### src/verilog/cmoc_lb_pkg.sv
`default_nettype none

// Shared widths, register map and constants for the cavity test stand
package cmoc_lb_pkg;

	// Host and local bus widths
	localparam int data_w = 32;
	localparam int adr_w = 17;
	// Address below the region bit
	localparam int lb_aw = 16;

	// Datapath widths
	localparam int drive_w = 16;
	localparam int integ_w = 24;
	localparam int gain_w = 8;
	localparam int shift_w = 4;
	// Extra field bits so that the sum of up to eight modes cannot overflow
	localparam int mode_bits = 3;
	// Scaling after each gain product
	localparam int gain_shift = 8;

	// Saturation limits
	localparam logic signed [drive_w-1:0] drive_max = {1'b0, {(drive_w-1){1'b1}}};
	localparam logic signed [drive_w-1:0] drive_min = {1'b1, {(drive_w-1){1'b0}}};
	localparam logic signed [integ_w-1:0] integ_max = {1'b0, {(integ_w-1){1'b1}}};
	localparam logic signed [integ_w-1:0] integ_min = {1'b1, {(integ_w-1){1'b0}}};

	// Controller region, lower half of the word space
	localparam logic [lb_aw-1:0] reg_setpoint = 16'h0000;
	localparam logic [lb_aw-1:0] reg_kp = 16'h0001;
	localparam logic [lb_aw-1:0] reg_ki = 16'h0002;
	localparam logic [lb_aw-1:0] reg_enable = 16'h0003;
	localparam logic [lb_aw-1:0] reg_openloop = 16'h0004;
	localparam logic [lb_aw-1:0] reg_error = 16'h0005;
	localparam logic [lb_aw-1:0] reg_drive = 16'h0006;

	// Simulator region, upper half
	localparam logic [lb_aw-1:0] reg_run = 16'h0000;
	localparam logic [lb_aw-1:0] reg_clear = 16'h0001;
	// Per mode blocks, mode index in the low nibble
	localparam logic [lb_aw-1:0] reg_shift_base = 16'h0010;
	localparam logic [lb_aw-1:0] reg_state_base = 16'h0020;
	localparam logic [lb_aw-1:0] reg_field = 16'h0030;

endpackage

`default_nettype wire
### src/verilog/cmoc_lb_top.sv
`timescale 1ns/10ps
`default_nettype none

// Cavity test stand behind a Wishbone host bus
// Simulator in the upper half of the word space, controller in the lower half
module cmoc_lb_top #(
	parameter int mode_count = 3
) (
	input wire lb_clk,
	input wire arst_n,
	// Wishbone classic slave
	input wire wb_cyc,
	input wire wb_stb,
	input wire wb_we,
	input wire [cmoc_lb_pkg::adr_w-1:0] wb_adr,
	input wire [cmoc_lb_pkg::data_w-1:0] wb_dat_w,
	input wire [3:0] wb_sel,
	output logic wb_ack,
	output logic [cmoc_lb_pkg::data_w-1:0] wb_dat_r
);

	localparam int field_w = cmoc_lb_pkg::drive_w + cmoc_lb_pkg::mode_bits;

	// Local bus shared by both datapaths
	wire [cmoc_lb_pkg::lb_aw-1:0] lb_addr;
	wire [cmoc_lb_pkg::data_w-1:0] lb_wdata;
	wire lb_write;
	wire sim_strobe;
	wire ctl_strobe;
	wire [cmoc_lb_pkg::data_w-1:0] sim_rdata;
	wire [cmoc_lb_pkg::data_w-1:0] ctl_rdata;

	// Loop between controller and cavity
	wire signed [cmoc_lb_pkg::drive_w-1:0] drive;
	wire signed [field_w-1:0] field;

	lb_ctrl lb_ctrl_inst (
		.lb_clk(lb_clk), .arst_n(arst_n),
		.wb_cyc(wb_cyc), .wb_stb(wb_stb), .wb_we(wb_we),
		.wb_adr(wb_adr), .wb_dat_w(wb_dat_w), .wb_sel(wb_sel),
		.wb_ack(wb_ack), .wb_dat_r(wb_dat_r),
		.lb_addr(lb_addr), .lb_wdata(lb_wdata), .lb_write(lb_write),
		.sim_strobe(sim_strobe), .ctl_strobe(ctl_strobe),
		.sim_rdata(sim_rdata), .ctl_rdata(ctl_rdata)
	);

	// Upper half
	cavity_sim #(
		.mode_count(mode_count)
	) cavity_sim_inst (
		.lb_clk(lb_clk), .arst_n(arst_n),
		.lb_addr(lb_addr), .lb_wdata(lb_wdata), .lb_write(lb_write),
		.lb_strobe(sim_strobe), .lb_rdata(sim_rdata),
		.drive(drive), .field(field)
	);

	// Lower half
	llrf_ctrl llrf_ctrl_inst (
		.lb_clk(lb_clk), .arst_n(arst_n),
		.lb_addr(lb_addr), .lb_wdata(lb_wdata), .lb_write(lb_write),
		.lb_strobe(ctl_strobe), .lb_rdata(ctl_rdata),
		.field(field), .drive(drive)
	);

endmodule

`default_nettype wire

### src/verilog/llrf_ctrl.sv
`timescale 1ns/10ps
`default_nettype none

// Proportional-integral feedback from cavity field to cavity drive
// Open-loop drive takes over while the loop is disabled
module llrf_ctrl #(
	// Same field width as the simulator derives
	localparam int field_w = cmoc_lb_pkg::drive_w + cmoc_lb_pkg::mode_bits
) (
	input wire lb_clk,
	input wire arst_n,
	// Local bus, controller region
	input wire [cmoc_lb_pkg::lb_aw-1:0] lb_addr,
	input wire [cmoc_lb_pkg::data_w-1:0] lb_wdata,
	input wire lb_write,
	input wire lb_strobe,
	output logic [cmoc_lb_pkg::data_w-1:0] lb_rdata,
	// Cavity field in, drive out
	input wire signed [field_w-1:0] field,
	output logic signed [cmoc_lb_pkg::drive_w-1:0] drive
);

	localparam int dw = cmoc_lb_pkg::data_w;
	localparam int vw = cmoc_lb_pkg::drive_w;
	localparam int iw = cmoc_lb_pkg::integ_w;
	localparam int gw = cmoc_lb_pkg::gain_w;
	// Error carries one bit more than the field
	localparam int ew = field_w + 1;
	// Product of error and a zero extended gain
	localparam int pw = ew + gw + 1;

	// Register file
	logic signed [field_w-1:0] setpoint;
	logic [gw-1:0] kp;
	logic [gw-1:0] ki;
	logic enable;
	logic signed [vw-1:0] openloop;

	// Loop state
	logic signed [ew-1:0] error;
	logic signed [iw-1:0] integ;

	logic signed [pw-1:0] p_prod;
	logic signed [pw-1:0] i_prod;
	logic signed [pw-1:0] integ_sum;
	logic signed [pw-1:0] drive_sum;
	logic signed [iw-1:0] integ_next;
	logic signed [vw-1:0] drive_next;
	logic wr_en;
	logic [dw-1:0] rd_word;

	assign wr_en = lb_strobe && lb_write;

	// Gains are unsigned, so extend them with a zero sign bit
	always_comb begin
		p_prod = error * $signed({1'b0, kp});
		i_prod = error * $signed({1'b0, ki});
		integ_sum = integ + (i_prod >>> cmoc_lb_pkg::gain_shift);
		drive_sum = (p_prod >>> cmoc_lb_pkg::gain_shift) + integ;
	end

	// Saturate integrator and drive
	always_comb begin
		if (integ_sum > cmoc_lb_pkg::integ_max) begin
			integ_next = cmoc_lb_pkg::integ_max;
		end else if (integ_sum < cmoc_lb_pkg::integ_min) begin
			integ_next = cmoc_lb_pkg::integ_min;
		end else begin
			integ_next = integ_sum[iw-1:0];
		end
		if (drive_sum > cmoc_lb_pkg::drive_max) begin
			drive_next = cmoc_lb_pkg::drive_max;
		end else if (drive_sum < cmoc_lb_pkg::drive_min) begin
			drive_next = cmoc_lb_pkg::drive_min;
		end else begin
			drive_next = drive_sum[vw-1:0];
		end
	end

	always_ff @(posedge lb_clk or negedge arst_n) begin
		if (!arst_n) begin
			setpoint <= '0;
			kp <= '0;
			ki <= '0;
			enable <= 1'b0;
			openloop <= '0;
			error <= '0;
			integ <= '0;
			drive <= '0;
		end else begin
			if (wr_en) begin
				case (lb_addr)
					cmoc_lb_pkg::reg_setpoint: setpoint <= lb_wdata[field_w-1:0];
					cmoc_lb_pkg::reg_kp: kp <= lb_wdata[gw-1:0];
					cmoc_lb_pkg::reg_ki: ki <= lb_wdata[gw-1:0];
					cmoc_lb_pkg::reg_enable: enable <= lb_wdata[0];
					cmoc_lb_pkg::reg_openloop: openloop <= lb_wdata[vw-1:0];
					default: ;
				endcase
			end
			error <= setpoint - field;
			if (enable) begin
				integ <= integ_next;
				drive <= drive_next;
			end else begin
				// Integrator held at zero while open loop
				integ <= '0;
				drive <= openloop;
			end
		end
	end

	// Signed registers read back sign extended
	always_comb begin
		case (lb_addr)
			cmoc_lb_pkg::reg_setpoint: rd_word = {{(dw-field_w){setpoint[field_w-1]}}, setpoint};
			cmoc_lb_pkg::reg_kp: rd_word = {{(dw-gw){1'b0}}, kp};
			cmoc_lb_pkg::reg_ki: rd_word = {{(dw-gw){1'b0}}, ki};
			cmoc_lb_pkg::reg_enable: rd_word = {{(dw-1){1'b0}}, enable};
			cmoc_lb_pkg::reg_openloop: rd_word = {{(dw-vw){openloop[vw-1]}}, openloop};
			cmoc_lb_pkg::reg_error: rd_word = {{(dw-ew){error[ew-1]}}, error};
			cmoc_lb_pkg::reg_drive: rd_word = {{(dw-vw){drive[vw-1]}}, drive};
			default: rd_word = '0;
		endcase
	end

	always_ff @(posedge lb_clk) begin
		if (lb_strobe) begin
			lb_rdata <= rd_word;
		end
	end

endmodule

`default_nettype wire

### src/verilog/cavity_sim.sv
`timescale 1ns/10ps
`default_nettype none

// Multi-mode cavity model
// Each mode is a first-order low pass towards the drive
module cavity_sim #(
	parameter int mode_count = 3,
	// Room for the sum of up to eight modes
	localparam int field_w = cmoc_lb_pkg::drive_w + cmoc_lb_pkg::mode_bits
) (
	input wire lb_clk,
	input wire arst_n,
	// Local bus, simulator region
	input wire [cmoc_lb_pkg::lb_aw-1:0] lb_addr,
	input wire [cmoc_lb_pkg::data_w-1:0] lb_wdata,
	input wire lb_write,
	input wire lb_strobe,
	output logic [cmoc_lb_pkg::data_w-1:0] lb_rdata,
	// Cavity drive in, summed field out
	input wire signed [cmoc_lb_pkg::drive_w-1:0] drive,
	output logic signed [field_w-1:0] field
);

	localparam int dw = cmoc_lb_pkg::data_w;
	localparam int vw = cmoc_lb_pkg::drive_w;
	localparam int sw = cmoc_lb_pkg::shift_w;

	logic run;
	logic signed [vw-1:0] state [mode_count];
	logic [sw-1:0] shift [mode_count];
	// One guard bit for the difference drive minus state
	logic signed [vw:0] step [mode_count];
	logic signed [vw:0] nxt [mode_count];
	logic signed [field_w-1:0] sum;
	logic wr_en;
	logic clear;
	logic shift_hit;
	logic state_hit;
	logic [3:0] mode_idx;
	logic [dw-1:0] rd_word;

	assign wr_en = lb_strobe && lb_write;
	assign clear = wr_en && (lb_addr == cmoc_lb_pkg::reg_clear);

	// Per mode blocks decode on the upper address bits
	assign mode_idx = lb_addr[3:0];
	assign shift_hit = (lb_addr >> 4) == (cmoc_lb_pkg::reg_shift_base >> 4);
	assign state_hit = (lb_addr >> 4) == (cmoc_lb_pkg::reg_state_base >> 4);

	// First-order step, state moves by (drive - state) >>> shift
	always_comb begin
		for (int i = 0; i < mode_count; i++) begin
			step[i] = (drive - state[i]) >>> shift[i];
			nxt[i] = state[i] + step[i];
		end
	end

	// Field is the plain sum of all mode states
	always_comb begin
		sum = '0;
		for (int i = 0; i < mode_count; i++) begin
			sum = sum + state[i];
		end
	end

	always_ff @(posedge lb_clk or negedge arst_n) begin
		if (!arst_n) begin
			run <= 1'b0;
			field <= '0;
			for (int i = 0; i < mode_count; i++) begin
				state[i] <= '0;
				shift[i] <= '0;
			end
		end else begin
			// Registered sum, one cycle behind the states
			field <= sum;
			if (wr_en && (lb_addr == cmoc_lb_pkg::reg_run)) begin
				run <= lb_wdata[0];
			end
			for (int i = 0; i < mode_count; i++) begin
				if (wr_en && shift_hit && (mode_idx == i)) begin
					shift[i] <= lb_wdata[sw-1:0];
				end
				// Clear wins over the running update
				if (clear) begin
					state[i] <= '0;
				end else if (run) begin
					// Result stays between old state and drive
					state[i] <= nxt[i][vw-1:0];
				end
			end
		end
	end

	// Read decode, unmapped offsets and absent modes give zero
	always_comb begin
		rd_word = '0;
		if (lb_addr == cmoc_lb_pkg::reg_run) begin
			rd_word[0] = run;
		end
		if (lb_addr == cmoc_lb_pkg::reg_field) begin
			rd_word = {{(dw-field_w){field[field_w-1]}}, field};
		end
		for (int i = 0; i < mode_count; i++) begin
			if (shift_hit && (mode_idx == i)) begin
				rd_word[sw-1:0] = shift[i];
			end
			// States read back sign extended
			if (state_hit && (mode_idx == i)) begin
				rd_word = {{(dw-vw){state[i][vw-1]}}, state[i]};
			end
		end
	end

	// Read word captured on every strobe
	always_ff @(posedge lb_clk) begin
		if (lb_strobe) begin
			lb_rdata <= rd_word;
		end
	end

endmodule

`default_nettype wire

### src/verilog/lb_ctrl.sv
`timescale 1ns/10ps
`default_nettype none

// Wishbone classic slave to local bus bridge
// Fixed latency with ack two cycles after the request is taken
module lb_ctrl (
	input wire lb_clk,
	input wire arst_n,
	// Wishbone classic slave
	input wire wb_cyc,
	input wire wb_stb,
	input wire wb_we,
	input wire [cmoc_lb_pkg::adr_w-1:0] wb_adr,
	input wire [cmoc_lb_pkg::data_w-1:0] wb_dat_w,
	input wire [3:0] wb_sel,
	output logic wb_ack,
	output logic [cmoc_lb_pkg::data_w-1:0] wb_dat_r,
	// Local bus towards both datapaths
	output logic [cmoc_lb_pkg::lb_aw-1:0] lb_addr,
	output logic [cmoc_lb_pkg::data_w-1:0] lb_wdata,
	output logic lb_write,
	output logic sim_strobe,
	output logic ctl_strobe,
	// Registered read words valid the cycle after the strobe
	input wire [cmoc_lb_pkg::data_w-1:0] sim_rdata,
	input wire [cmoc_lb_pkg::data_w-1:0] ctl_rdata
);

	// Access sequence
	localparam logic [1:0] st_idle = 2'd0;
	localparam logic [1:0] st_strobe = 2'd1;
	localparam logic [1:0] st_wait = 2'd2;
	localparam logic [1:0] st_ack = 2'd3;

	logic [1:0] state;
	// High selects the simulator
	logic region;
	logic write_q;
	logic take;

	// A request is only taken from idle
	// so the ack cycle never starts a new access
	assign take = (state == st_idle) && wb_cyc && wb_stb;

	always_ff @(posedge lb_clk or negedge arst_n) begin
		if (!arst_n) begin
			state <= st_idle;
			region <= 1'b0;
			write_q <= 1'b0;
		end else begin
			case (state)
				st_idle: begin
					if (take) begin
						state <= st_strobe;
						// Address bit 16 splits the word space in two
						region <= wb_adr[cmoc_lb_pkg::lb_aw];
						// Writes always update the whole register
						write_q <= wb_we;
					end
				end
				// The datapath samples the bus in the strobe cycle
				st_strobe: state <= st_wait;
				// Datapath read word is now registered
				st_wait: state <= st_ack;
				default: state <= st_idle;
			endcase
		end
	end

	// Address and write data held for the whole access
	always_ff @(posedge lb_clk) begin
		if (take) begin
			lb_addr <= wb_adr[cmoc_lb_pkg::lb_aw-1:0];
			lb_wdata <= wb_dat_w;
		end
	end

	assign lb_write = write_q;

	// One strobe cycle routed by the latched region
	assign sim_strobe = (state == st_strobe) && region;
	assign ctl_strobe = (state == st_strobe) && !region;

	// Single cycle ack
	assign wb_ack = (state == st_ack);

	// Read mux follows the region of the access being acknowledged
	assign wb_dat_r = region ? sim_rdata : ctl_rdata;

endmodule

`default_nettype wire

### config.mk
export PLATFORM = sky130hd
export DESIGN_NAME = cmoc_lb_top
export DESIGN_NICKNAME = d
export VERILOG_FILES = /design/src/verilog/cmoc_lb_pkg.sv /design/src/verilog/cmoc_lb_top.sv /design/src/verilog/llrf_ctrl.sv /design/src/verilog/cavity_sim.sv /design/src/verilog/lb_ctrl.sv
export SDC_FILE = /design/constraint.sdc
export NUM_CORES = 2
export LEC_CHECK = 0
export BUFFER_PORTS_ARGS = -buffer_cell sky130_fd_sc_hd__clkbuf_2
export CAP_MARGIN = 25
export CORE_UTILIZATION = 50
export DETAILED_ROUTE_END_ITERATION = 8
export PLACE_DENSITY = 0.64
export SLEW_MARGIN = 20
export SYNTH_ARGS = -nofsm -noshare
export SYNTH_HDL_FRONTEND = slang
export SYNTH_SLANG_ARGS = --single-unit
### constraint.sdc
create_clock -name lb_clk -period 9.3 [get_ports lb_clk]
set_input_delay 0 -clock lb_clk [delete_from_list [all_inputs] [get_ports lb_clk]]
set_output_delay 0 -clock lb_clk [all_outputs]
set_load 0.01 [all_outputs]
Word level (Yosys, flattened, before mapping)
Cells that the tools add are included.
{"block": "totals", "out_inout_bits": 33, "input_bits": 58, "wordCells": 111, "reg_bits": 295}
{"block": "classes", "multipliers": 2, "n_lt_le_gt_ge": 4, "addsub": 11, "shift": 3, "eq_ne": 15, "muxes": 24, "reduce_logical": 29}
{"cell": "$pmux W32 S7", "count": 1}
{"cell": "$mux W32", "count": 5}
{"cell": "$mux W16", "count": 9}
{"cell": "$mux W24", "count": 3}
{"cell": "$mul A20 B9 Y29", "count": 2}
{"cell": "$sshr A17 B4 Y16", "count": 3}
{"cell": "$sub A16 B16 Y17", "count": 3}
{"cell": "$add A16 B16 Y16", "count": 3}
{"cell": "$eq A16 B3 Y1 const B", "count": 3}
{"cell": "$eq A16 B2 Y1 const B", "count": 2}
{"cell": "$gt A29 B16 Y1 const B", "count": 1}
{"cell": "$gt A29 B24 Y1 const B", "count": 1}
{"cell": "$lt A29 B16 Y1 const B", "count": 1}
{"cell": "$lt A29 B24 Y1 const B", "count": 1}
{"cell": "$add A21 B24 Y25", "count": 1}
{"cell": "$add A24 B21 Y25", "count": 1}
{"cell": "$sub A19 B19 Y20", "count": 1}
{"cell": "$add A17 B16 Y18", "count": 1}
{"cell": "$logic_and A1 B1 Y1", "count": 18}
{"cell": "$add A16 B16 Y17", "count": 1}
{"cell": "$eq A16 B1 Y1 const B", "count": 1}
{"cell": "$eq A16 B6 Y1 const B", "count": 1}
{"cell": "$logic_not A16 Y1", "count": 1}
{"cell": "$eq A12 B1 Y1 const B", "count": 1}
{"cell": "other kinds (15)", "count": 23}

Logic depth before layout (Yosys ltp)
{"block": "logic_depth", "word_depth": 9, "ltp_mapped": 32, "depth_no_buf": 30}

Hierarchy
From an unflattened synthesis, not the netlist that was laid out.
{"block": "unflattened", "hier_cells": 3642, "hier_area_um2": 33363.2}
{"mod": "llrf_ctrl", "instances": 1, "seq_area_each_um2": 3403.3, "cells_each": 2053, "area_per_inst_um2": 18939.4}
{"mod": "cavity_sim", "instances": 1, "seq_area_each_um2": 2517.4, "cells_each": 1485, "area_per_inst_um2": 12221.7}
{"mod": "lb_ctrl", "instances": 1, "seq_area_each_um2": 1541.5, "cells_each": 104, "area_per_inst_um2": 2202.1}

Worst setup path before layout
No wires, ideal clock.
{"block": "synth_timing", "kind": "flip-flop to flip-flop", "startpoint": "register llrf_ctrl_inst.error[7]", "endpoint": "register llrf_ctrl_inst.integ[18]", "arrival_time_ns": 7.405, "stages_incl_launch_ff": 30, "required_ns": 9.159, "setup_ns": 0.141, "period_less_slack_ns": 7.546, "slack_ns": 1.754, "n_path_buf": 3, "path_cell_list": "dfrtp_1 clkbuf_1 nand2_1 fa_1 inv_1 fa_1 inv_1 fa_1 inv_1 fa_1 ha_1 a21o_1 a31oi_1 o21ai_1 a221o_1 a41oi_1 o31ai_1 or4_1 and3_1 a211oi_1 ha_1 a21o_1 a21o_1 a21oi_1 o31a_1 clkbuf_1 mux2_2 nand2_1 clkbuf_1 o21ai_0"}
{"block": "synth_via", "elab_chain_cells": 6, "elab_cells_between_ends": 7, "classes_between": "add/sub: 1; mul: 1; order compare: 2; mux: 3"}
{"element": "start: declaration", "line": "llrf_ctrl.sv:40", "text": "logic signed [ew-1:0] error;"}
{"element": "start signal: assignment", "line": "llrf_ctrl.sv:101", "text": "error <= setpoint - field;"}
{"element": "$mul A20 B9 Y29 *", "line": "llrf_ctrl.sv:57", "text": "i_prod = error * $signed({1'b0, ki});"}
{"element": "$add A24 B21 Y25 *", "line": "llrf_ctrl.sv:58", "text": "integ_sum = integ + (i_prod >>> cmoc_lb_pkg::gain_shift);"}
{"element": "$lt A29 B24 Y1", "line": "llrf_ctrl.sv:66", "text": "end else if (integ_sum < cmoc_lb_pkg::integ_min) begin"}
{"element": "$mux W24", "line": "llrf_ctrl.sv:66"}
{"element": "$mux W24 *", "line": "llrf_ctrl.sv:64", "text": "if (integ_sum > cmoc_lb_pkg::integ_max) begin"}
{"element": "$mux W24 *", "line": "llrf_ctrl.sv:102", "text": "if (enable) begin"}
{"element": "end signal: assignment", "line": "llrf_ctrl.sv:103", "text": "integ <= integ_next;"}
{"element": "end: declaration", "line": "llrf_ctrl.sv:41", "text": "logic signed [iw-1:0] integ;"}
Mark *: on every way between the ends. The rest lies on a longest branch, timed or not.
A chain may end at the register's enable or synchronous reset.

Worst setup path after layout
{"block": "layout_timing", "startpoint": "register llrf_ctrl_inst.error[5]", "endpoint": "register llrf_ctrl_inst.integ[18]"}
Same word-level chain as after synthesis.

==> key figures <==
Yosys
  • Cells after synthesis: 3584
  • Main flop type after synthesis: dfrtp_1
  • Count of flip-flops with a built-in enable after synthesis: 73
  • Synth Register Bits: 268
  • Area contributors post-synth: fa_1 17%, dfrtp_1 15%, ha_1 11%, edfxtp_1 6.8%, inv_1 5.6%
  • Top-area cell type share of the netlist area: 17.2%
  • Syn_nets: 4209
  • Mapped Avg Cell Area: 8.96 sq um
  • Cell Area, Synth: 32100 sq um
  • Most frequent cell after synthesis: inv_1
  • Post-synth ARST share: 72.8%
  • Synthesis Warnings: 0
  • Netlist cell types: 90
  • Post-synth top area cell: fa_1
  • Seq/Total Area, Yosys: 22.0%
  • Top post-synthesis cells by count: 477 x inv_1, 332 x nand2_1, 291 x ha_1

Flow run
  • Max-cap violations: 0

Setup path
  • WP data arrival: 8.82 ns
  • Crit path largest cell delay: 0.81 ns
  • Worst setup EP type: register
  • Flop2flop setup slack: 0.92 ns
  • Worst R2R End: llrf_ctrl_inst.integ[18]$_DFF_PN0_
  • Slowest-stage cell, CP: dfrtp_1
  • Most used cell, CP: fa_1
  • Cells on worst reg2reg path: 28
  • Critical path class: register to register
  • Critical path launch point type: register
  • Reg2Reg Launch Point: llrf_ctrl_inst.error[5]$_DFF_PN0_
  • Worst Path Required: 9.74 ns
  • Max FO, Critical Path: 17

Power
  • Leak pwr: 17.2 nW
  • Power density over cell area: 84.5 nW/um^2
  • Maximum vdd drop: 0.146 mV
  • Overall Power: 2.94 mW

Clocking
  • TritonCTS Buffers: 30
  • Hold Buf Count CTS: 44
  • CTS tree: yes
  • Post-CTS Setup Bufs: 0
  • H-tree Lvls: 1
  • Post-CTS sizing: 0
  • CTS root buffer: clkbuf_16
  • Reg clk slew, reported paths: 0.06 ns
  • Clock Sinks: 268
  • CTS max path bufs: 3
  • Worst skew pair latency: 0.60 ns

Route
  • Routed Antenna Nets: 0
  • DRC: 0
  • Vias per cell: 5.70
  • Drt wl/cell: 19.0 um
  • Final WL: 85400 um
  • Vias: 25600
  • Pre-Repair DR Iteration Count: 5
  • Starting DRT DRC Count: 1965

Floorplanning
  • Starting density of the core: 50.7%
  • Die width: 255 um
  • Die height: 255 um
  • I/O pin count: 91
  • Die footprint: 65300 sq um
  • Core ar.: 63300 sq um
  • Rows: 92

Hold path
  • Hold Crit Class: primary input to register
  • Worst hold path depth: 2
  • WHS Endpoint: lb_ctrl_inst.lb_wdata[1]$_DFFE_PP_
  • HP Start: wb_dat_w[1]

STA
  • Clock skew: 0.0356 ns
  • FMAX: 119 MHz
  • Period utilization: 90.1%
  • Worst-margin pin slew: 1.02 ns
  • Setup TNS: 0 ns
  • Max-slew violation count: 0
  • RSZ-0062 raised after global routing: false
  • Worst slew margin: 32.0%
  • Final WS setup: 0.919 ns
  • Fin crit period: 8.38 ns
  • Fin. Hold Viols: 0
  • Final setup viols: 0

Place
  • Routability cong.: 0.932
  • DP Area: 33300 sq um
  • Worst slack, placed: 1.08 ns
  • DPL Wire Length: 66800 um
  • Number of I/O port buffers: 73

GRT
  • Vias in the first global route: 24500
  • Initial antenna violation count: 3
  • First-pass GRT wire length: 137000 um
  • Total congestion overflow: 0
  • Largest net degree at the start of global routing: 73
  • Global Route Usage Sum: 26.4%

Finish
  • Area growth, synth to finish: 8.23%
  • Area of the multi-input gates: 22700 sq um
  • Fill count: 5833
  • Post-route cell area: 34800 sq um
  • Layout cell share with drive strength beyond 1: 8.57%
  • Fin nets: 4255
  • Diode count: 0
  • Reg area: 7070 sq um

Outcome
  • Outcome: completed
## registers in the layout, summed over array words and instances (netlist names)
register                  flops
cavity_sim_inst.state        48
llrf_ctrl_inst.integ         24
llrf_ctrl_inst.error         20
llrf_ctrl_inst.lb_rdata      20
lb_ctrl_inst.lb_wdata        19
llrf_ctrl_inst.setpoint      19
cavity_sim_inst.field        18
cavity_sim_inst.lb_rdata     18
lb_ctrl_inst.lb_addr         16
llrf_ctrl_inst.drive         16
llrf_ctrl_inst.openloop      16
cavity_sim_inst.shift        12
llrf_ctrl_inst.ki             8
llrf_ctrl_inst.kp             8
lb_ctrl_inst.state            2
cavity_sim_inst.run           1
lb_ctrl_inst.lb_write         1
lb_ctrl_inst.region           1
llrf_ctrl_inst.enable         1
## kinds of logic after synthesis
logic type	count (synthesis)	share of synthesized area [%]
buffers and inverters	631	7.53
AO/OA/AOI/OAI	731	15.1
multiplexers	195	7.05
AND/OR/NAND/NOR	1037	15.6
XOR/XNOR	155	4.23
adder cells (fa/ha/maj)	567	28.5
flip-flops	268	22.0
## per-stage QoR
| stage | instances | utilization [%] | hold slack, ns |
|---|---|---|---|
| after floorplan | 3584 | - | -0.296 |
| after global placement | 4400 | 52.6 | -0.00255 |
| after detailed placement | 4400 | 52.6 | 0.00541 |
| after CTS | 4500 | 54.9 | 0.108 |
| after global routing | 4500 | 54.9 | 0.123 |
| final | 4500 | 54.9 | 0.127 |
## final cells by class
cell class	count	share of cell area, %
Clock buffer	36	2.28
Clock inverter	20	0.590
Inverter	483	5.21
Multi-Input combinational cell	2685	65.2
Sequential cell	268	20.3
Tap cell	846	3.04
Timing Repair Buffer	162	3.37
## metal layers
layer / track usage [%] / wire length [um]
met5: 0 / 19
met1: 39.9 / 41000
met3: 3.63 / 5680
met4: 4.97 / 1700
met2: 40.2 / 37000
## worst max path at each step
stage,to,slack (ns),from,cells past startpoint
global placement,llrf_ctrl_inst.integ[16]$_DFF_PN0_,1.16,llrf_ctrl_inst.ki[0]$_DFFE_PN0P_,29
finish,llrf_ctrl_inst.integ[18]$_DFF_PN0_,0.92,llrf_ctrl_inst.error[5]$_DFF_PN0_,28
global route,llrf_ctrl_inst.integ[17]$_DFF_PN0_,0.43,llrf_ctrl_inst.ki[0]$_DFFE_PN0P_,29
CTS,llrf_ctrl_inst.integ[22]$_DFF_PN0_,0.98,llrf_ctrl_inst.ki[0]$_DFFE_PN0P_,28
floorplan,llrf_ctrl_inst.integ[18]$_DFF_PN0_,1.75,llrf_ctrl_inst.error[7]$_DFF_PN0_,29
detailed placement,llrf_ctrl_inst.integ[18]$_DFF_PN0_,1.08,llrf_ctrl_inst.ki[0]$_DFFE_PN0P_,29
## where the power goes
group,total (mW),internal (mW),switching [mW]
sequential,1.33,1.29,0.0413
clock,1.22,0.695,0.523
combinational,0.390,0.145,0.245
total,2.94,2.13,0.809
## placed cells by master, fill, tap and decap left out, drive strengths merged, types with 36 or more instances in the layout
cell type and count:
a211oi 44, a21o 51, a21oi 160, and2 199, buf 47, clkbuf 108
dfrtp 195, dlygate4sd3 43, edfxtp 73, fa 276, ha 291, inv 481
mux2 90, mux2i 89, nand2 332, nand3 45, nor2 237, nor2b 38
nor3 64, o21a 36, o21ai 180, xnor2 107, xor2 48
## worst max-delay path: cells and delay by family, from the launching register on
family,cells,cell delay [ns]
simple gates,4,0.89
compound gates,12,3.05
mux,1,0.38
fa+ha+maj,6,2.55
buf+inv,5,0.52
flops,1,0.81
Power figures use the tool's default switching activity.
